### config.mk
export PLATFORM = sky130hd
export DESIGN_NAME = memory
export DESIGN_NICKNAME = d
export VERILOG_FILES = /design/src/isa_pkg.sv /design/src/pipe_pkg.sv /design/src/memory.sv
export SDC_FILE = /design/constraint.sdc
export NUM_CORES = 2
export LEC_CHECK = 0
export BUFFER_PORTS_ARGS = -buffer_cell sky130_fd_sc_hd__buf_2
export CAP_MARGIN = 20
export CORE_MARGIN = 2
export CORE_UTILIZATION = 38
export DETAILED_ROUTE_END_ITERATION = 12
export PLACE_DENSITY = 0.59
export SYNTH_ARGS = -nofsm -noshare
export SYNTH_HDL_FRONTEND = slang
export SYNTH_SLANG_ARGS = --single-unit
### constraint.sdc
create_clock -name clk -period 3.5 [get_ports clk]
set_input_delay 0.7 -clock clk [delete_from_list [all_inputs] [get_ports clk]]
set_output_delay 0.7 -clock clk [all_outputs]
set_load 0.02 [all_outputs]
### src/isa_pkg.sv
// Instruction-set package with opcodes, field positions, widths and memory depths
`default_nettype none

package isa_pkg;

  // Datapath and register file
  localparam int data_w     = 16;
  localparam int reg_addr_w = 3;
  localparam int num_regs   = 2 ** reg_addr_w;

  // Word-addressed memories
  localparam int imem_depth  = 256;
  localparam int imem_addr_w = 8;
  localparam int dmem_depth  = 256;
  localparam int dmem_addr_w = 8;

  // Instruction fields
  // R type:  op rs rt rd  (rd = rs op rt)
  // I type:  op rs rt imm5  (addi and ld write rt, st stores rt)
  // B type:  op rs disp8  (beqz tests rs, j ignores it)
  localparam int op_msb    = 15;
  localparam int op_lsb    = 11;
  localparam int rs_msb    = 10;
  localparam int rs_lsb    = 8;
  localparam int rt_msb    = 7;
  localparam int rt_lsb    = 5;
  localparam int rd_msb    = 4;
  localparam int rd_lsb    = 2;
  localparam int imm5_msb  = 4;
  localparam int imm5_lsb  = 0;
  localparam int imm5_w    = imm5_msb - imm5_lsb + 1;
  localparam int disp8_msb = 7;
  localparam int disp8_lsb = 0;
  localparam int disp8_w   = disp8_msb - disp8_lsb + 1;

  // Codes not listed here are illegal
  typedef enum logic [4:0] {
    op_nop  = 5'd0,
    op_halt = 5'd1,
    op_add  = 5'd2,
    op_sub  = 5'd3,
    op_and  = 5'd4,
    op_xor  = 5'd5,
    op_addi = 5'd6,
    op_ld   = 5'd7,
    op_st   = 5'd8,
    op_beqz = 5'd9,
    op_j    = 5'd10
  } opcode_t;

endpackage

`default_nettype wire

### src/pipe_pkg.sv
// Pipeline latch structs and the ALU operation enum passed between the stages
`default_nettype none

package pipe_pkg;

  typedef enum logic [2:0] {
    alu_add,
    alu_sub,
    alu_and,
    alu_xor,
    alu_pass_b
  } alu_op_t;

  typedef struct packed {
    logic                       valid;
    logic [isa_pkg::data_w-1:0] instr;
    logic [isa_pkg::data_w-1:0] pc_plus_one;
  } if_id_t;

  typedef struct packed {
    logic                           valid;
    isa_pkg::opcode_t               opcode;
    alu_op_t                        alu_op;
    logic [isa_pkg::data_w-1:0]     a;
    logic [isa_pkg::data_w-1:0]     b;
    // imm5 or disp8, already sign-extended
    logic [isa_pkg::data_w-1:0]     imm;
    logic                           use_imm;
    logic                           mem_read;
    logic                           mem_write;
    logic                           reg_write;
    logic                           is_branch;
    logic [isa_pkg::reg_addr_w-1:0] dest;
    logic [isa_pkg::data_w-1:0]     pc_plus_one;
  } id_ex_t;

  typedef struct packed {
    logic                           valid;
    logic [isa_pkg::data_w-1:0]     result;
    logic [isa_pkg::data_w-1:0]     store_data;
    logic                           mem_read;
    logic                           mem_write;
    logic                           reg_write;
    logic                           is_halt;
    logic [isa_pkg::reg_addr_w-1:0] dest;
  } ex_mem_t;

  typedef struct packed {
    logic                           valid;
    logic                           reg_write;
    logic                           is_halt;
    logic [isa_pkg::reg_addr_w-1:0] dest;
    logic [isa_pkg::data_w-1:0]     wdata;
  } mem_wb_t;

endpackage

`default_nettype wire

### src/memory.sv
// Memory stage with data RAM, writeback select, MEM/WB latch and the halted flag
`timescale 1ns/1ps
`default_nettype none

module memory (
  input  wire                     clk,
  input  wire                     reset,
  input  wire pipe_pkg::ex_mem_t  ex_mem,
  output pipe_pkg::mem_wb_t       mem_wb,
  output logic                    halted
);

  logic [isa_pkg::data_w-1:0]      dmem [isa_pkg::dmem_depth];
  logic [isa_pkg::dmem_addr_w-1:0] addr;
  logic [isa_pkg::data_w-1:0]      rdata;
  logic [isa_pkg::data_w-1:0]      wdata;
  logic                            halt_q;

  // Word address from the low ALU bits
  assign addr  = ex_mem.result[isa_pkg::dmem_addr_w-1:0];
  assign rdata = dmem[addr];
  assign wdata = ex_mem.mem_read ? rdata : ex_mem.result;

  always_ff @(posedge clk) begin
    if (ex_mem.valid && ex_mem.mem_write)
      dmem[addr] <= ex_mem.store_data;
  end

  always_ff @(posedge clk) begin
    if (reset) begin
      mem_wb.valid <= 1'b0;
      halt_q       <= 1'b0;
    end else begin
      mem_wb.valid <= ex_mem.valid;
      halt_q       <= halted;
    end
    mem_wb.reg_write <= ex_mem.reg_write;
    mem_wb.is_halt   <= ex_mem.is_halt;
    mem_wb.dest      <= ex_mem.dest;
    mem_wb.wdata     <= wdata;
  end

  // High from the halt's writeback cycle and then held until reset
  assign halted = halt_q | (mem_wb.valid & mem_wb.is_halt);

endmodule

`default_nettype wire

* Word level (Yosys, flattened, before mapping)
Memories as Yosys holds them, arrays and structs flattened.
Cells that the tools add are included.
** Word-level totals
- Bits of input ports :: 42
- Memories :: 1
- Register bits :: 23
- Output and inout port bits :: 23
- Bits in writable memories :: 4096
** Operators by class
- Muxes and demuxes :: 3
- Bitwise logic cells :: 2
- Reductions and logical operators :: 1
** Memories
- dmem :: words 256, bits a word 16, rd ports 1, clocked after memory_dff 0, wr ports 1, RTL line memory.sv:13 : logic [isa_pkg::data_w-1:0] dmem [isa_pkg::dmem_depth];
** Operator list (number)
- $mux W16 :: 1
- $mux W1 :: 2
- $and A1 B1 Y1 :: 1
- $logic_and A1 B1 Y1 :: 1
- $or A1 B1 Y1 :: 1

* Logic depth before layout (Yosys ltp)
- Depth in word-level cells :: 3
- Gate-level depth with buffers :: 14

* Worst setup path before layout
No wires, ideal clock.
- Path type :: input to register
- From :: input ex_mem[23] (netlist name)
- To :: memory dmem[218][0] (netlist name) (enable)
- Data required time :: 3.112 ns
- Buffers on the path :: 8
- Setup time :: 0.388 ns
- Setup slack :: -0.045 ns
- Arrival :: 3.157 ns
- Stages :: 11
- Path through :: buf_6 buf_12 buf_6 buf_6 buf_4 buf_6 buf_4 nor3_1 nand2_1 buf_2 nor2_1
** RTL lines
- from (decl) :: RTL line memory.sv:8 : input wire pipe_pkg::ex_mem_t ex_mem,
- to (decl) :: RTL line memory.sv:13
No word-level cell before the write port.

* Worst setup path in the final report
- From :: input ex_mem[24] (netlist name)
- To :: register mem_wb[15] (netlist name)
** Between the ends
- Cells in the longest elaborated chain, start to end :: 2
** RTL lines
- $mem_v2 Z256 W16
- $mux W16 :: RTL line memory.sv:22 : assign wdata = ex_mem.mem_read ? rdata : ex_mem.result;
- named net wdata (one bit) :: RTL line memory.sv:16 : logic [isa_pkg::data_w-1:0] wdata;
- to (decl) :: RTL line memory.sv:9 : output pipe_pkg::mem_wb_t mem_wb,
The timed path passes the listed nets, and every way through them passes these cells.
A chain may end at the register's enable or synchronous reset.

==> impl_metrics.csv <==
group,metric,value,unit
sta,max_slew_margin,16.86,%
cells_and_area,final_area,189500,µm²
clocking,clk_pin_slew,0.06,ns
worst_setup_path,cp-end-kind,"flop",
worst_setup_path,cp-start-kind,"input port",
sta,hold_violations,0,
yosys,synthCells,7243,
worst_setup_path,critical_path_peak_fanout,18,
yosys,ys_seq_area_share,77.92,%
yosys,yosys.area_share.simple,2.440,%
sta,finalSetupViolCount,0,
worst_hold_path,hp-class,"input port to flop",
sta,rsz0062_at_grt,"false",
placement,gp_congestion,0.8750,
floorplan,initial_core_util,38.08,%
yosys,synth.top_cell.area_share,77.63,%
yosys,ys_top_cells_by_count,"4096 x edfxtp_1, 990 x mux4_2, 433 x nand2_1",
placement,hpwl,303600,µm
clocking,cts_root_buf,"clkbuf_16",
sta,final.min_clock_period,3.382,ns
worst_setup_path,crit_chain,"buf_8, buf_12, buf_12, buf_4, mux4_2, mux2i_1, a32oi_1, a21oi_1, a211oi_1, buf_4, nand2_1, a21oi_1",
yosys,synth_adder_area_share,0,%
clocking,cts.sinks,4119,
sta,worst_pin_slew,1.247,ns
worst_setup_path,cp_num_buf_inv,5,
yosys,syn_area,158400,µm²
global_route,grt-ovfl-total,0,
yosys,synth_cell_types,70,
cells_and_area,layout-drive-gt1-share,32.40,%
route,drt_iter0_markers,10850,
run,maxCapViolCount,0,
pwr,vdd_drop_max,0.4457,mV
floorplan,std_cell_rows,237,
worst_setup_path,crit_type,"input port to flop",
worst_setup_path,cp.required,4.35,ns
floorplan,fp.dieW,649.7,µm
yosys,ys_ff_latch,4119,
worst_hold_path,holdCritStartpoint,"ex_mem[33]",
global_route,grt_max_degree,118,
floorplan,die_y,649.7,µm
global_route,track_usage,22.09,%
route,viasPerCell,5.804,
worst_setup_path,crit_slowest_cell,"a21oi_1",
pwr,power.density,550.1,nW/µm²
placement,place_area,176100,µm²
worst_setup_path,slowest_delay,0.84,ns
worst_setup_path,worstPathArrival,4.23,ns
sta,post-route-period-util,96.62,%
global_route,grt_pass1_wl,657900,µm
yosys,synth-edff-count,4096,
worst_setup_path,cpLargestDelayFamily,"compound AO/OA/AOI/OAI gates",
route,drc,0,
cells_and_area,fillCellCount,34490,
yosys,ys.flop_type,"edfxtp_1",
route,wirelength,474700,µm
sta,fin_ws,0.1181,ns
floorplan,die_area,422100,µm²
sta,max_clock_freq,295.7,MHz
clocking,cts_inserted_buffers,409,
yosys,syn_avg_cell_area,21.87,µm²
yosys,yosysWarnings,0,
clocking,cts_resized,0,
yosys,synth_top_area_cell,"edfxtp_1",
global_route,antenna_found_initial,30,
floorplan,pin_count,65,
sta,drv_slew,0,
sta,setup_tns,0,ns
pwr,p_leak,60.54,nW
yosys,synth_top_family_by_area,"multiplexers",
sta,skew,0.07488,ns
yosys,async_flop_share,0,%
route,wl_per_cell,33.44,µm
route,first_pass_iters,6,
yosys,synth_mux_area_share,15.87,%
yosys,syn_nets,7285,
yosys,synth_compound_area_share,2.242,%
pwr,p_total,104.3,mW
worst_setup_path,cp-startpoint,"ex_mem[24]",
placement,place_ws,-0.7430,ns
cells_and_area,nNetsFinal,8382,
clocking,cts_buffer_depth,4,
clocking,hold_buffers,9,
route,ant_nets,0,
cells_and_area,area_growth_syn_to_layout,19.61,%
clocking,post_cts_buffers,0,
clocking,clock_latency,1.00,ns
run_status,status,"complete, no violations",
global_route,grt_pass1_vias,81860,
clocking,htreeDepth,5,
yosys,synth_xor_area_share,0,%
yosys,yosysMostFrequentCell,"edfxtp_1",
worst_setup_path,rr_startpoint,"dmem[187][15]",
placement,numPortBuffers,64,
yosys,netlist_top_cells_area,"edfxtp_1 78%, mux4_2 14%, mux2i_1 1.7%",
route,vias,82380,
clocking,cts_tree,"yes",
floorplan,core,416000,µm²
## worst min-delay path, delay by kind of cell
| kind | cells | cell delay (ns) |
|---|---|---|
| compound gates | 1 | 0.13 |
| buf+inv | 1 | 0.12 |
| simple gates | 1 | 0.11 |
## final timing paths
check | endpoint | slack (ns) | depth (start not counted)
worst max register to register | mem_wb[15] | 0.35 | 8
worst min register to register | halt_q | 0.58 | 2
worst max-delay path | mem_wb[15] | 0.12 | 12
worst min-delay path | mem_wb[10] | 0.10 | 3
## stage by stage
stage          instances  hold WS (ns)  utilization (%)
6_report           14190        0.1038            45.55
5_1_grt            14190       0.08936            45.54
4_1_cts            14180       0.07282            45.54
3_5_place_dp       13420        0.5604            42.32
3_3_place_gp       13420        0.5146            42.32
2_1_floorplan       7243        0.6465                -
## layout by cell type, fill, tap and decap left out, types with 25 or more instances in the layout
cell type / n
edfxtp_1: 4096
mux4_2: 990
nor2_1: 223
nor2_2: 90
nor3_1: 40
a31oi_1: 29
clkbuf_16: 414
buf_4: 681
a221oi_1: 25
buf_2: 42
a21oi_1: 62
clkinv_1: 85
bufinv_16: 44
mux2i_1: 270
nand2_1: 417
buf_12: 361
a32oi_1: 101
clkbuf_1: 87
a22oi_1: 86
o22ai_1: 35
nand3_1: 73
clkinv_2: 75
o21ai_0: 43
## final cells by class
class | count | area (µm²) | area share [%]
repair buffers | 1111 | 12900 | 6.805
inverters | 6 | 37.54 | 0.01981
flip-flops and latches | 4119 | 123500 | 65.15
multi-input cells | 2693 | 32900 | 17.36
well taps | 5497 | 6878 | 3.629
diodes | 10 | 25.02 | 0.01321
clock inverters | 255 | 2606 | 1.375
clock buffers | 502 | 10700 | 5.647
## kinds of logic (layout without fill, tap and decap cells)
group	count (synthesis)	count (layout)
AND/OR/NAND/NOR	932	932
flip-flops	4119	4119
multiplexers	1273	1273
other	0	10
buffers and inverters	431	1874
AO/OA/AOI/OAI	488	488
## sequential cells by signal (all words and copies together), names as in the netlist
name,count
mem_wb,22
halt_q,1
dmem,4096
## per-layer routing
layer / vias to the layer above / share of wire (%) / GRT usage [%]
met5: - / 0.016 / 0
met4: 12 / 4.4 / 8.499
met3: 861 / 9.5 / 4.695
met2: 4271 / 47 / 34.91
met1: 44520 / 39 / 30.13
li1: 32720 / - / -
## power by group
| part | internal (mW) | switching (mW) | total, mW |
|---|---|---|---|
| clock | 25.0 | 18.9 | 43.9 |
| sequential | 54.3 | 0.0804 | 54.4 |
| combinational | 2.20 | 3.76 | 5.96 |
Power figures use the tool's default switching activity.
