==> src/isa_pkg.sv <==
// Instruction-set package with opcodes, field positions, widths and memory depths
`default_nettype none

package isa_pkg;

  // Datapath and register file
  localparam int data_w     = 16;
  localparam int reg_addr_w = 3;
  localparam int num_regs   = 2 ** reg_addr_w;

  // Word-addressed memories
  localparam int imem_depth  = 256;
  localparam int imem_addr_w = 8;
  localparam int dmem_depth  = 256;
  localparam int dmem_addr_w = 8;

  // Instruction fields
  // R type:  op rs rt rd  (rd = rs op rt)
  // I type:  op rs rt imm5  (addi and ld write rt, st stores rt)
  // B type:  op rs disp8  (beqz tests rs, j ignores it)
  localparam int op_msb    = 15;
  localparam int op_lsb    = 11;
  localparam int rs_msb    = 10;
  localparam int rs_lsb    = 8;
  localparam int rt_msb    = 7;
  localparam int rt_lsb    = 5;
  localparam int rd_msb    = 4;
  localparam int rd_lsb    = 2;
  localparam int imm5_msb  = 4;
  localparam int imm5_lsb  = 0;
  localparam int imm5_w    = imm5_msb - imm5_lsb + 1;
  localparam int disp8_msb = 7;
  localparam int disp8_lsb = 0;
  localparam int disp8_w   = disp8_msb - disp8_lsb + 1;

  // Codes not listed here are illegal
  typedef enum logic [4:0] {
    op_nop  = 5'd0,
    op_halt = 5'd1,
    op_add  = 5'd2,
    op_sub  = 5'd3,
    op_and  = 5'd4,
    op_xor  = 5'd5,
    op_addi = 5'd6,
    op_ld   = 5'd7,
    op_st   = 5'd8,
    op_beqz = 5'd9,
    op_j    = 5'd10
  } opcode_t;

endpackage

`default_nettype wire

==> src/pipe_pkg.sv <==
// Pipeline latch structs and the ALU operation enum passed between the stages
`default_nettype none

package pipe_pkg;

  typedef enum logic [2:0] {
    alu_add,
    alu_sub,
    alu_and,
    alu_xor,
    alu_pass_b
  } alu_op_t;

  typedef struct packed {
    logic                       valid;
    logic [isa_pkg::data_w-1:0] instr;
    logic [isa_pkg::data_w-1:0] pc_plus_one;
  } if_id_t;

  typedef struct packed {
    logic                           valid;
    isa_pkg::opcode_t               opcode;
    alu_op_t                        alu_op;
    logic [isa_pkg::data_w-1:0]     a;
    logic [isa_pkg::data_w-1:0]     b;
    // imm5 or disp8, already sign-extended
    logic [isa_pkg::data_w-1:0]     imm;
    logic                           use_imm;
    logic                           mem_read;
    logic                           mem_write;
    logic                           reg_write;
    logic                           is_branch;
    logic [isa_pkg::reg_addr_w-1:0] dest;
    logic [isa_pkg::data_w-1:0]     pc_plus_one;
  } id_ex_t;

  typedef struct packed {
    logic                           valid;
    logic [isa_pkg::data_w-1:0]     result;
    logic [isa_pkg::data_w-1:0]     store_data;
    logic                           mem_read;
    logic                           mem_write;
    logic                           reg_write;
    logic                           is_halt;
    logic [isa_pkg::reg_addr_w-1:0] dest;
  } ex_mem_t;

  typedef struct packed {
    logic                           valid;
    logic                           reg_write;
    logic                           is_halt;
    logic [isa_pkg::reg_addr_w-1:0] dest;
    logic [isa_pkg::data_w-1:0]     wdata;
  } mem_wb_t;

endpackage

`default_nettype wire

==> src/fetch.sv <==
// Fetch stage with PC, loadable instruction RAM and the IF/ID latch
`timescale 1ns/1ps
`default_nettype none

module fetch (
  input  wire                             clk,
  input  wire                             reset,
  input  wire                             imem_we,
  input  wire [isa_pkg::imem_addr_w-1:0]  imem_addr,
  input  wire [isa_pkg::data_w-1:0]       imem_data,
  input  wire                             stall,
  input  wire                             halted,
  input  wire                             redirect,
  input  wire [isa_pkg::data_w-1:0]       redirect_pc,
  output pipe_pkg::if_id_t                if_id
);

  logic [isa_pkg::data_w-1:0] imem [isa_pkg::imem_depth];
  logic [isa_pkg::data_w-1:0] pc;
  logic [isa_pkg::data_w-1:0] pc_plus_one;
  logic [isa_pkg::data_w-1:0] instr;
  logic                       running;

  // Program load port, only open while reset is held
  always_ff @(posedge clk) begin
    if (reset && imem_we)
      imem[imem_addr] <= imem_data;
  end

  assign instr       = imem[pc[isa_pkg::imem_addr_w-1:0]];
  assign pc_plus_one = pc + isa_pkg::data_w'(1);

  // Issue starts one cycle after reset release
  always_ff @(posedge clk) begin
    if (reset) begin
      pc          <= '0;
      running     <= 1'b0;
      if_id.valid <= 1'b0;
    end else begin
      running <= 1'b1;
      if (redirect) begin
        pc          <= redirect_pc;
        if_id.valid <= 1'b0;
      end else if (!stall) begin
        if (running && !halted) begin
          pc          <= pc_plus_one;
          if_id.valid <= 1'b1;
        end else begin
          if_id.valid <= 1'b0;
        end
      end
    end
    if (!stall) begin
      if_id.instr       <= instr;
      if_id.pc_plus_one <= pc_plus_one;
    end
  end

endmodule

`default_nettype wire

==> config.mk <==
export PLATFORM = sky130hd
export DESIGN_NAME = fetch
export DESIGN_NICKNAME = d
export VERILOG_FILES = /design/src/isa_pkg.sv /design/src/pipe_pkg.sv /design/src/fetch.sv
export SDC_FILE = /design/constraint.sdc
export NUM_CORES = 2
export LEC_CHECK = 0
export BUFFER_PORTS_ARGS = -buffer_cell sky130_fd_sc_hd__buf_2
export CORE_UTILIZATION = 60
export DETAILED_ROUTE_END_ITERATION = 8
export PLACE_DENSITY = 0.76
export SYNTH_ARGS = -nofsm -noshare
export SYNTH_HDL_FRONTEND = slang
export SYNTH_SLANG_ARGS = --single-unit
==> constraint.sdc <==
create_clock -name clk -period 8.11 [get_ports clk]
set_input_delay 1.622 -clock clk [delete_from_list [all_inputs] [get_ports clk]]
set_output_delay 1.622 -clock clk [all_outputs]
set_load 0.05 [all_outputs]
Word level (Yosys, flattened, before mapping) --
Memory sizes are Yosys's and may differ from the RTL's. A register that Yosys moved wholly into a read port is not among the register bits. Cells that the tools add are included.
Storage, ports and cells: flip-flop bits (word level) 34, RAM bits 4096, output and inout bits 33, logic and storage cells 21, memories kept 1
Memory list:
- imem | depth 256, bits a word 16, rd ports 1, clocked after Yosys merged registers in 1, wr ports 1, RTL line fetch.sv:18 | logic [isa_pkg::data_w-1:0] imem [isa_pkg::imem_depth];
Operators by class: add/sub/neg operators 1, equality and inequality tests 1, mux-type cells 7, reduce and logical (&&, ||, !) cells 7
Operators with widths (number):
- $mux 16 | 3
- $add 16x1->16 const B | 1
- $mux 1 | 4
- $logic_and 1x1->1 | 2
- $logic_not 1->1 | 2
- $ne 2x1->1 const B | 1
- $reduce_and 2->1 | 1
- $reduce_bool 2->1 | 1
- $reduce_or 2->1 | 1

Longest topological paths before layout --
depth in word-level cells 5, mapped depth 12, depth with buffers taken out 8

Least setup slack after synthesis --
Ideal clock, no wire load.
path type input -> register, from input port reset, to memory imem[234][0] in the netlist's numbering, enable pin, data arrival time 3707 ps, path slack 4015 ps, cell stages on the path 7, path through clkbuf_1 -> and2_1 -> clkbuf_1 -> buf_1 -> nand3_1 -> clkbuf_1 -> nor2_1
On the way: longest elaborated chain between the ends 3
Ends and longest elaborated chain:
- from (decl) | RTL line fetch.sv:7 | input wire reset,
- $logic_and 1x1->1 | RTL line fetch.sv:26 | if (reset && imem_we)
- $mux 1 | RTL line fetch.sv:26
- $mux 1 (not written as such) | RTL line fetch.sv:27 | imem[imem_addr] <= imem_data;
- to (decl) | RTL line fetch.sv:18
No other way between the ends.

==> impl_results.md <==
- Cell Rows: between 150 and 200
- NetSw: approximately 9.3 mW
- Post-CTS sizing: 0
- Synthesized area: 159600 µm²
- Pin count of the biggest net entering global routing: 157
- Clk sinks: 4146
- Number of synthesized flops with an enable pin: between 4000 and 5000
- DRC viols: 0
- Hold Path Cell Cnt: 2
- Cell accounting for the most synthesized area: edfxtp_1
- Root buf cell: clkbuf_16
- Run status: finished, violations left
- # nets final: 7988
- Dpl ws: 2.557 ns
- Antenna viol nets, final: 0
- R2R Path Start: pc[0]
- Fin crit share: 0.6728
- Initial core utilization: 0.6057
- Hold endpoint: if_id[32]
- WL met3: ~50000 µm
- Final Max Tran Viols: 1
- Slowest stage delay, CP: around 1.3 ns
- Overflow left after global routing: 0
- CP Class: flip-flop to flip-flop
- Worst-Margin Slew: approximately 1.5 ns
- Clk slew on worst S/H paths: about 0.06 ns
- I/O pin count: 79
- CP top delay family: simple AND/OR/NAND/NOR gates
- R2R Path End: if_id[26]
- CP required: between 8 and 9 ns
- CP max-delay cell: nor4_1
- Routed vias: 81820
- Initial antenna violation count: 23
- Critical Path Source Type: flip-flop
- Crit-path cells: buf_12 -> mux2i_1 -> o221ai_1 -> o22ai_1 -> o21ai_0 -> nand4_1 -> nor4_1 -> and3_1
- Final hold vios: 0
- CTS tree: done
- Max Clock Skew: roughly 0.07 ns
- Met2 WL: about 200000 µm
- # port buffers: 78
- Post-synthesis sequential area ratio: 0.7790
- Total die area: 268000 µm²
- Syn. warnings: 0
- Top FF cell, synth: edfxtp_1
- Detailed placer's ending HPWL: 225400 µm
- Failing checks: capacitance limit, slew limit
- CTS Buffer Depth: 4
- Pwr/cell area: 247.1 nW/µm²
- R2R cell count: 8
- HP Class: flip-flop to flip-flop
- Chip Height: about 520 µm
- Core ar.: approximately 260000 µm²
- Leak Pwr: 54.66 nW
- Worst skew pair latency: 1.00 ns
- Wire per inst: between 30 and 40 µm
- Highest routed metal layer: met5
- Post-CTS Hold Buffers: 0
- Max-Slew Margin vs Limit: -0.002954
- CTS Buf Count: 410
- # Max-Cap Violations: 1
- Int Power: 34.67 mW
- RD Place Congestion: between 0.8 and 0.9
- CP endpoint kind: flip-flop
- Critical path buffer and inverter count: 1
- H-tree depth: 5
- R2R setup slack: around 2.7 ns
- Max frequency: 0.1833 GHz
- Vias in the first global route: just over 80000
- Switching Fraction: 0.2121
- Hold_sp: if_id[32]
- Seq pwr share: 0.538
- M1 WL: around 140000 µm
- DRT Pass-1 Iters: 6
- Area share of the largest cell type after synthesis: 0.7768
- Worst IR drop on VDD: 247.2 µV
- Final Critical Period: 5.456 ns
- Syn Inst Count: 7512
- Iter 0 DRT Violations: about 13000
- Most frequent cell after synthesis: edfxtp_1
- Crit Path Max Fanout: 63
- Fraction of layout cells with a size suffix above 1: 0.2287
- Setup TNS: 0 ns
- Post-synth top cells: edfxtp_1 (4128), mux4_2 (808), mux2i_1 (538), nor2_1 (354), o221ai_1 (251)
- Die W: between 500 and 600 µm
- Synth async-reset ratio: 0
- Syn-to-layout area delta: 11.58%
- First-pass GRT wire length: 585800 µm
- Total Wirelength: between 400000 and 500000 µm
- Via density: 6.939
- WP depth: 8
- Net Count, Synth: roughly 7600
- CP Data Arrival Time: roughly 6.3 ns
- Yosys reg bits: 4146
- Yosys cell types: 52
- Clk pwr share: 0.411
- Synth Area per Inst: between 20 and 25 µm²
- Total Routing Usage GR: 0.3078
- Final worst slack: 2.654 ns
- Combinational fraction of design power: 0.051
- Post-CTS Setup Repair Bufs: 0
- RSZ-0062 raised after global routing: no
- Filler cells: approximately 16000
- Final setup fails: 0
- Synth area leaders: edfxtp_1 (78%), mux4_2 (11%), mux2i_1 (3.4%), o221ai_1 (1.4%), nor2_1 (0.83%)
worst register-to-register path, cell delays in order, from the launching register on:
cell and delay, ns:
dfxtp_4 1.03, buf_12 0.56, mux2i_1 0.24, o221ai_1 0.31, o22ai_1 0.13, o21ai_0 0.83
nand4_1 0.66, nor4_1 1.27, and3_1 0.31
logic make-up (layout without fill, tap and decap cells):
group                    after synthesis  count (layout)  synth area share
AO/OA/AOI/OAI                        824             824           0.03527
XOR/XNOR                              28              28          0.001537
buffers and inverters                454            1189           0.01543
multiplexers                        1383            1383            0.1504
AND/OR/NAND/NOR                      676             676           0.01828
flip-flops                          4146            4146            0.7790
adder cells (fa/ha/maj)                1               1        0.00007839
other                                  0              29                 0
cell usage in the layout (no fill, tap or decap), types with 20 or more instances in the layout:
| cell | netlist | layout |
|---|---|---|
| edfxtp_1 | 4128 | 4128 |
| mux4_2 | 808 | 808 |
| mux2i_1 | 538 | 538 |
| clkbuf_16 | 0 | 412 |
| buf_4 | 56 | 364 |
| nor2_1 | 354 | 338 |
| o221ai_1 | 251 | 251 |
| a21oi_1 | 187 | 187 |
| o22ai_1 | 145 | 145 |
| nand2_1 | 139 | 137 |
| clkinv_1 | 2 | 101 |
| o21ai_0 | 101 | 101 |
| a22oi_1 | 92 | 92 |
| clkbuf_1 | 228 | 84 |
| clkinv_2 | 0 | 65 |
| buf_2 | 74 | 62 |
| nand3_1 | 50 | 41 |
| nor3_1 | 40 | 38 |
| mux2_2 | 37 | 37 |
| nand4_1 | 31 | 31 |
| bufinv_16 | 0 | 31 |
| diode_2 | 0 | 29 |
| buf_12 | 1 | 20 |
power by group through the flow:
stage	Clock (mW)	Sequential (mW)	Combinational, mW
after floorplan	0	24.1	1.28
after global placement	0	24.1	2.15
after detailed placement	0	24.1	2.20
after CTS	18.2	23.7	2.23
after global routing	19.0	23.7	2.33
final	18.1	23.7	2.25
state kept, by name, indices dropped and copies added (netlist names):
signal and count:
pc 16, running 1, imem 4096, if_id 33
cell type report:
type	instances	area [µm²]	area share
Tap cell	3515	4398	0.02470
Timing Repair Buffer	463	3691	0.02073
Multi-Input combinational cell	2912	32950	0.1850
Inverter	8	40.04	0.0002249
Clock buffer	496	10630	0.05967
Clock inverter	222	1958	0.01100
Antenna cell	29	72.57	0.0004075
Sequential cell	4146	124300	0.6982
how the worst max path moves through the flow:
stage,startpoint,to
after floorplan,reset,imem[234][0]
after global placement,reset,imem[137][5]
after detailed placement,reset,imem[248][12]
after CTS,pc[0],if_id[24]
after global routing,pc[0],if_id[26]
final,pc[0],if_id[26]
through the flow:
| step | utilization | hold WS [ns] | power [mW] | instance area, µm² | instances |
|---|---|---|---|---|---|
| 6_report | 0.6759 | 0.5861 | 44.00 | 178100 | 11790 |
| 4_1_cts | 0.6756 | 0.5886 | 44.08 | 178000 | 11760 |
| 5_1_grt | 0.6758 | 0.6034 | 44.94 | 178100 | 11790 |
| 3_3_place_gp | 0.6278 | 0.5198 | 26.26 | 165400 | 11040 |
| 2_1_floorplan | - | 0.5522 | 25.42 | 159600 | 7512 |
| 3_5_place_dp | 0.6279 | 0.5726 | 26.32 | 165400 | 11040 |
layer usage:
metal | up-vias | GRT usage
li1 | 32500 | -
met1 | 42180 | 0.4208
met2 | 6149 | 0.4880
met3 | 976 | 0.06152
met4 | 8 | 0.1353
met5 | - | 0
Power figures use the tool's default switching activity.
