$ cat src/isa_pkg.sv
// Instruction-set package with opcodes, field positions, widths and memory depths
`default_nettype none

package isa_pkg;

  // Datapath and register file
  localparam int data_w     = 16;
  localparam int reg_addr_w = 3;
  localparam int num_regs   = 2 ** reg_addr_w;

  // Word-addressed memories
  localparam int imem_depth  = 256;
  localparam int imem_addr_w = 8;
  localparam int dmem_depth  = 256;
  localparam int dmem_addr_w = 8;

  // Instruction fields
  // R type:  op rs rt rd  (rd = rs op rt)
  // I type:  op rs rt imm5  (addi and ld write rt, st stores rt)
  // B type:  op rs disp8  (beqz tests rs, j ignores it)
  localparam int op_msb    = 15;
  localparam int op_lsb    = 11;
  localparam int rs_msb    = 10;
  localparam int rs_lsb    = 8;
  localparam int rt_msb    = 7;
  localparam int rt_lsb    = 5;
  localparam int rd_msb    = 4;
  localparam int rd_lsb    = 2;
  localparam int imm5_msb  = 4;
  localparam int imm5_lsb  = 0;
  localparam int imm5_w    = imm5_msb - imm5_lsb + 1;
  localparam int disp8_msb = 7;
  localparam int disp8_lsb = 0;
  localparam int disp8_w   = disp8_msb - disp8_lsb + 1;

  // Codes not listed here are illegal
  typedef enum logic [4:0] {
    op_nop  = 5'd0,
    op_halt = 5'd1,
    op_add  = 5'd2,
    op_sub  = 5'd3,
    op_and  = 5'd4,
    op_xor  = 5'd5,
    op_addi = 5'd6,
    op_ld   = 5'd7,
    op_st   = 5'd8,
    op_beqz = 5'd9,
    op_j    = 5'd10
  } opcode_t;

endpackage

`default_nettype wire

$ cat src/pipe_pkg.sv
// Pipeline latch structs and the ALU operation enum passed between the stages
`default_nettype none

package pipe_pkg;

  typedef enum logic [2:0] {
    alu_add,
    alu_sub,
    alu_and,
    alu_xor,
    alu_pass_b
  } alu_op_t;

  typedef struct packed {
    logic                       valid;
    logic [isa_pkg::data_w-1:0] instr;
    logic [isa_pkg::data_w-1:0] pc_plus_one;
  } if_id_t;

  typedef struct packed {
    logic                           valid;
    isa_pkg::opcode_t               opcode;
    alu_op_t                        alu_op;
    logic [isa_pkg::data_w-1:0]     a;
    logic [isa_pkg::data_w-1:0]     b;
    // imm5 or disp8, already sign-extended
    logic [isa_pkg::data_w-1:0]     imm;
    logic                           use_imm;
    logic                           mem_read;
    logic                           mem_write;
    logic                           reg_write;
    logic                           is_branch;
    logic [isa_pkg::reg_addr_w-1:0] dest;
    logic [isa_pkg::data_w-1:0]     pc_plus_one;
  } id_ex_t;

  typedef struct packed {
    logic                           valid;
    logic [isa_pkg::data_w-1:0]     result;
    logic [isa_pkg::data_w-1:0]     store_data;
    logic                           mem_read;
    logic                           mem_write;
    logic                           reg_write;
    logic                           is_halt;
    logic [isa_pkg::reg_addr_w-1:0] dest;
  } ex_mem_t;

  typedef struct packed {
    logic                           valid;
    logic                           reg_write;
    logic                           is_halt;
    logic [isa_pkg::reg_addr_w-1:0] dest;
    logic [isa_pkg::data_w-1:0]     wdata;
  } mem_wb_t;

endpackage

`default_nettype wire

$ cat src/hazard_detection.sv
// Stall generation from source registers in decode against pending writes in ID/EX and EX/MEM
`timescale 1ns/1ps
`default_nettype none

module hazard_detection (
  input  wire                             rs_used,
  input  wire                             rt_used,
  input  wire [isa_pkg::reg_addr_w-1:0]   rs_addr,
  input  wire [isa_pkg::reg_addr_w-1:0]   rt_addr,
  input  wire pipe_pkg::id_ex_t           id_ex,
  input  wire pipe_pkg::ex_mem_t          ex_mem,
  output logic                            stall
);

  logic idex_wr;
  logic exmem_wr;
  logic rs_hit;
  logic rt_hit;

  // Writers still in flight; MEM/WB is covered by the register file bypass
  assign idex_wr  = id_ex.valid & id_ex.reg_write;
  assign exmem_wr = ex_mem.valid & ex_mem.reg_write;

  assign rs_hit = (idex_wr & (rs_addr == id_ex.dest)) |
                  (exmem_wr & (rs_addr == ex_mem.dest));
  assign rt_hit = (idex_wr & (rt_addr == id_ex.dest)) |
                  (exmem_wr & (rt_addr == ex_mem.dest));

  assign stall = (rs_used & rs_hit) | (rt_used & rt_hit);

endmodule

`default_nettype wire

$ cat config.mk
export PLATFORM = sky130hd
export DESIGN_NAME = hazard_detection
export DESIGN_NICKNAME = d
export VERILOG_FILES = /design/src/isa_pkg.sv /design/src/pipe_pkg.sv /design/src/hazard_detection.sv
export SDC_FILE = /design/constraint.sdc
export NUM_CORES = 1
export LEC_CHECK = 0
export BUFFER_PORTS_ARGS = -buffer_cell sky130_fd_sc_hd__buf_2
export CAP_MARGIN = 20
export CORE_AREA = 2 2 50 52
export DETAILED_ROUTE_END_ITERATION = 8
export DIE_AREA = 0 0 52 54
export PLACE_DENSITY = 0.68
export RECOVER_POWER = 50
export SLEW_MARGIN = 0
export SYNTH_ARGS = -nofsm -noshare
export SYNTH_HDL_FRONTEND = slang
export SYNTH_SLANG_ARGS = --single-unit
$ cat constraint.sdc
create_clock -name vclk -period 0.8
set_input_delay 0.08 -clock vclk [all_inputs]
set_output_delay 0.08 -clock vclk [all_outputs]
set_load 0.01 [all_outputs]
After elaboration in Yosys (flattened, before gate mapping)
Index checks and enable logic that the tools add are counted.
{"block": "totals", "reg_bits": 0, "input_bits": 129, "out_inout_bits": 1}
{"block": "classes", "eq_ne": 4, "bitwise_logic": 11}
{"operator": "equality test 3 bit", "n": 4}
{"operator": "AND 1 bit", "n": 8}
{"operator": "bitwise OR 1 bit", "n": 3}

Longest topological paths before layout
Gate-level depths: netlist of run 1.
{"block": "logic_depth", "word_depth": 5, "ltp_mapped": 4, "ltp_nobuf": 4}

Worst setup path before layout of run 1
OpenSTA, ideal clock, no wires.
{"block": "synth_path", "path_kind": "input to output", "from": "in rs_addr[2] (netlist name)", "to": "out stall", "t_arrival_ps": 660, "required_ps": 720, "slack_ps": 60, "stages": 4, "path_buffers": 0, "cell_sequence": "xor2_1 -> nor4_1 -> o21ai_1 -> nand2_1"}
{"block": "synth_via", "elab_chain_len": 5}
{"item": "start, declared", "line_no": "hazard_detection.sv:8", "text": "input wire [isa_pkg::reg_addr_w-1:0] rs_addr,"}
{"item": "equality test 3 bit, on equally long branches", "line_no": "hazard_detection.sv:24, hazard_detection.sv:25"}
{"item": "AND 1 bit, on equally long branches", "line_no": "hazard_detection.sv:24, hazard_detection.sv:25"}
{"item": "bitwise OR 1 bit (*)", "line_no": "hazard_detection.sv:24", "text": "assign rs_hit = (idex_wr & (rs_addr == id_ex.dest)) |"}
{"item": "AND 1 bit (*)", "line_no": "hazard_detection.sv:29", "text": "assign stall = (rs_used & rs_hit) | (rt_used & rt_hit);"}
{"item": "bitwise OR 1 bit (*)", "line_no": "hazard_detection.sv:29"}
{"item": "end, declared", "line_no": "hazard_detection.sv:12", "text": "output logic stall"}
Every way passes the cells marked *; elsewhere a longest branch is shown, timed or not.

Worst setup path after layout of run 1
{"block": "layout_path", "from": "in id_ex[18] (netlist name)", "to": "out stall"}
{"block": "layout_via", "elab_chain_len": 5}
{"item": "start, declared", "line_no": "hazard_detection.sv:10", "text": "input wire pipe_pkg::id_ex_t id_ex,"}
{"item": "equality test 3 bit, on equally long branches", "line_no": "hazard_detection.sv:24, hazard_detection.sv:26"}
{"item": "AND 1 bit, on equally long branches", "line_no": "hazard_detection.sv:24, hazard_detection.sv:26"}
{"item": "bitwise OR 1 bit, on equally long branches", "line_no": "hazard_detection.sv:24, hazard_detection.sv:26"}
{"item": "AND 1 bit", "line_no": "hazard_detection.sv:29"}
{"item": "bitwise OR 1 bit (*)", "line_no": "hazard_detection.sv:29"}
Marks and branches as above.

==> results of run 1 <==
[critical path, cell delays in order]
cell,delay (ps)
buf_2,110
xor2_1,150
nor4_1,260
o21ai_1,100
nand2_1,70
buf_2,120
[path summary, 6_finish.rpt]
kind | cells after the start | endpoint | slack [ps]
max | 6 | stall | -180
min | 4 | stall | 470
[cell families after synthesis]
kind of cell              after synthesis  share of synthesized area [%]
and+or+nand+nor                         7                          23.96
AOI/OAI and AO/OA                       2                          6.605
xor gates and xnor gates               12                          69.42
[per-stage QoR]
stage	instances	utilization, %
detailed placement	70	12.24
finish	70	13.92
global route	70	13.92
CTS	70	13.32
floorplan	21	-
global placement	70	12.24
[cell usage in the layout (no fill, tap or decap), drive strengths merged]
cell type and count:
nand2 3, o21ai 2, nor4 4, buf 19, xor2 12
[power breakdown]
part	total (mW)	switching (mW)	internal, mW
Combinational	0.137	0.0605	0.0767
Sequential	0	0	0
Clock	0	0	0
[layer usage]
| layer | routed length [um] | part of all wire (%) | global-route usage (%) | vias to the layer above |
|---|---|---|---|---|
| met5 | 0 | 0 | 0 | - |
| li1 | - | - | - | 110 |
| met1 | 239 | 46 | 5.392 | 93 |
| met3 | 53 | 10 | 0 | 0 |
| met2 | 232 | 44 | 6.962 | 15 |
| met4 | 0 | 0 | 0 | 0 |
[final cells by class]
cell class,count,area [um^2]
Fill cell,270,1997
Multi-Input combinational cell,21,165.2
Tap cell,30,37.54
Timing Repair Buffer,19,120.1
[timing repair]
item,CTS,global route
endpoints found under the hold margin,0,0
setup endpoints to repair,1,1
gates resized for setup,5,2
cloned,0,0
pin swaps,9,5
==> impl_metrics.tcl, run 1 <==
set metrics [dict create \
    slew_headroom_pct 84.06 \
    row_count 18 \
    yosysWarnings 0 \
    avgSynthCellArea_um2 7.209 \
    status "complete, but fails checks" \
    synth_most_common_cell "xor2_1" \
    crit_start "id_ex[18]" \
    syn-num-nets 150 \
    stdcell_area_um2 322.8 \
    power_leakage_nw 0.1516 \
    firstDrtPassIters 1 \
    clkbuf_count 0 \
    finalPower_uw 137.2 \
    track_usage_pct 3.833 \
    cp.required_ps 720 \
    die_y_um 54 \
    core-area_um2 2320 \
    grt_pass1_wl_um 814 \
    drv_slew 0 \
    grt_pass1_vias 191 \
    place.detailed.hpwl_um 475.1 \
    grt_antenna_before_repair 0 \
    synth_cell_types 5 \
    postPlaceCellArea_um2 284.0 \
    viasPerCell 3.114 \
    cp.arrival_ps 900 \
    hold_viol_final 0 \
    setup_slack_ps -178.1 \
    powerDensity_nw_per_um2 424.9 \
    tns_ps -178.1 \
    cp-end-kind "output pin" \
    die-area_um2 2808 \
    max_clock_freq_mhz 1022 \
    syn-cell-area_um2 151.4 \
    finalWirelength_um 525 \
    ctsHoldBuffers 0 \
    worstHoldPathType "primary input to output pin" \
    drt_iter0_drc 0 \
    n_sequential_cell 0 \
    worstMarginPinSlew_ps 236.9 \
    max_cap_viol_count 0 \
    fin_nets 171 \
    grt_start_max_net_pins 3 \
    synthTopCellsByArea "xor2_1 69%, nor4_1 17%, nand2_1 7.4%" \
    seq_area_frac_synth_pct 0 \
    drive_above_1_share_pct 52.50 \
    cp-start-kind "primary input" \
    violations "negative setup slack" \
    gp_congestion 0.7037 \
    die_w_um 52 \
    io_buffers 19 \
    initial_core_util_pct 6.526 \
    min_from "rs_used" \
    synth_commonest_cells "12 x xor2_1, 4 x nor4_1, 3 x nand2_1" \
    drc 0 \
    cts_setup_buffers 0 \
    period_share_pct 122.3 \
    worst-path-max-fanout 2 \
    worstSetupPathType "primary input to output pin" \
    vdd_drop_max_mv 0.1366 \
    setup_viol 1 \
    hold_slack_ps 466.3 \
    diodes 0 \
    grt-ovfl-total 0 \
    synth_top_area_share_pct 69.42 \
    vias 218 \
    period_needed_ps 978.1 \
    detail-route-antenna-nets 0 \
    wl_per_cell_um 7.500 \
    register_area_um2 0 \
    io_pins 130 \
    pre_cts_ws_ps -209.5 \
    areaGrowthSynthToFinish_pct 113.2 \
    synth_cells 21 \
    synth_area_leader_cell "xor2_1" \
    rsz0062_at_grt "true" \
]
Note: power is estimated with default switching activity, not from simulation.
==> inputs of run 2 (changes only) <==
CELL_PAD_IN_SITES_DETAIL_PLACEMENT = 0   (was default)
CELL_PAD_IN_SITES_GLOBAL_PLACEMENT = 2   (was default)
GPL_ROUTABILITY_DRIVEN = 0   (was default)
PLACE_DENSITY = default   (was 0.68)
PLACE_DENSITY_LB_ADDON = 0.1   (was default)
==> run 2 against run 1 <==
The flow still finishes with violations (negative setup slack). Maximum frequency is 2.7% lower. Final area is 1.2% higher. Hold slack worse by 13 ps. Via count is 1.8% higher. Worst setup slack worse by 28 ps. Combinational power is 6% higher. Flip-flop and latch count stayed put. Cell count stayed put. Routed wire length is 31% higher.
==> impl_metrics.tcl, run 2 (synthesis results as in run 1) <==
set metrics [dict create \
    die_y_um 54 \
    initial_core_util_pct 6.526 \
    hold_viol_final 0 \
    row_count 18 \
    core-area_um2 2320 \
    firstDrtPassIters 1 \
    grt_pass1_wl_um 1055 \
    die-area_um2 2808 \
    power_leakage_nw 0.1512 \
    drv_slew 0 \
    grt_start_max_net_pins 3 \
    mostFrequentLayoutCell "buf_2" \
    io_buffers 19 \
    tns_ps -205.7 \
    place.detailed.hpwl_um 656 \
    powerDensity_nw_per_um2 444.3 \
    hold_end "stall" \
    io_pins 130 \
    finalWirelength_um 688 \
    cp-end-kind "output pin" \
    max_clock_freq_mhz 994.3 \
    cp.arrival_ps 930 \
    wl_per_cell_um 9.829 \
    slew_headroom_pct 82.53 \
    drc 0 \
    drt_iter0_drc 0 \
    worstMarginPinSlew_ps 259.6 \
    period_needed_ps 1006 \
    worst-path-max-fanout 2 \
    setup_viol 1 \
    min_from "rs_used" \
    most-common-layout-cells "16 x buf_2, 11 x xor2_1, 3 x nand2_1" \
    grt_antenna_before_repair 0 \
    worstHoldPathType "primary input to output pin" \
    grt_pass1_vias 241 \
    areaGrowthSynthToFinish_pct 115.7 \
    ctsHoldBuffers 0 \
    vdd_drop_max_mv 0.09307 \
    track_usage_pct 5.058 \
    fin_nets 171 \
    viasPerCell 3.171 \
    worstSetupPathType "primary input to output pin" \
    setup_slack_ps -205.7 \
    n_sequential_cell 0 \
    cp.required_ps 720 \
    fillers 270 \
    hold_path_depth 4 \
    finalPower_uw 145.1 \
    diodes 0 \
    vias 222 \
    violations "negative setup slack" \
    grt-ovfl-total 0 \
    detail-route-antenna-nets 0 \
    rsz0062_at_grt "true" \
    clkbuf_count 0 \
    die_w_um 52 \
    crit_start "rt_addr[1]" \
    cp-start-kind "primary input" \
    max_cap_viol_count 0 \
    register_area_um2 0 \
    status "complete, but fails checks" \
    period_share_pct 125.7 \
    multiInputGateArea_um2 171.4 \
    drive_above_1_share_pct 55.00 \
]
run 2: cell counts in the layout (fill, tap and decap cells not counted):
No cell type changed its count.
run 2: worst max-delay path, cell delays in order:
cell	delay, ps
buf_2	120
xor2_1	140
nor4_2	300
o21ai_1	90
nand2_1	60
buf_2	120
run 2: cell type report:
class / count / area share (%)
Multi-Input combinational cell: 21 / 52.49
Tap cell: 30 / 11.49
Timing Repair Buffer: 19 / 36.02
run 2: where the power goes:
group	switching, mW	internal [mW]	leakage [nW]
logic	0.0687	0.0763	0.151
clock network	0	0	0
registers	0	0	0
total	0.0687	0.0763	0.151
run 2: what timing repair did:
item,CTS,global route
endpoints found under the setup margin,1,1
buffers inserted,0,0
pin swaps,5,7
gates resized for setup,6,3
run 2: through the flow:
stage | instances | utilization, % | setup slack [ps] | hold WS (ps) | area (um^2)
after CTS | 70 | 13.27 | -238.7 | 469.8 | 307.8
after global placement | 70 | 12.24 | -356.2 | 459.3 | 284.0
after global routing | 70 | 14.08 | -280.2 | 510.9 | 326.6
final | 70 | 14.08 | -205.7 | 453.2 | 326.6
after floorplan | 21 | - | 59.58 | 293.4 | 151.4
after detailed placement | 70 | 12.24 | -327.8 | 456.8 | 284.0
run 2: routing by layer:
metal / GRT usage [%] / vias to the layer above / wire (um)
met2: 10.97 / 9 / 426
met4: 0 / 0 / 0
li1: - / 110 / -
met1: 5.410 / 103 / 217
met5: 0 / - / 0
met3: 0.5556 / 0 / 45
run 2: how the worst max path moves through the flow:
stage                 end  slack, ps  depth (start not counted)
floorplan           stall         60                          4
global placement    stall       -360                          6
detailed placement  stall       -330                          6
CTS                 stall       -240                          6
global route        stall       -280                          6
finish              stall       -210                          6
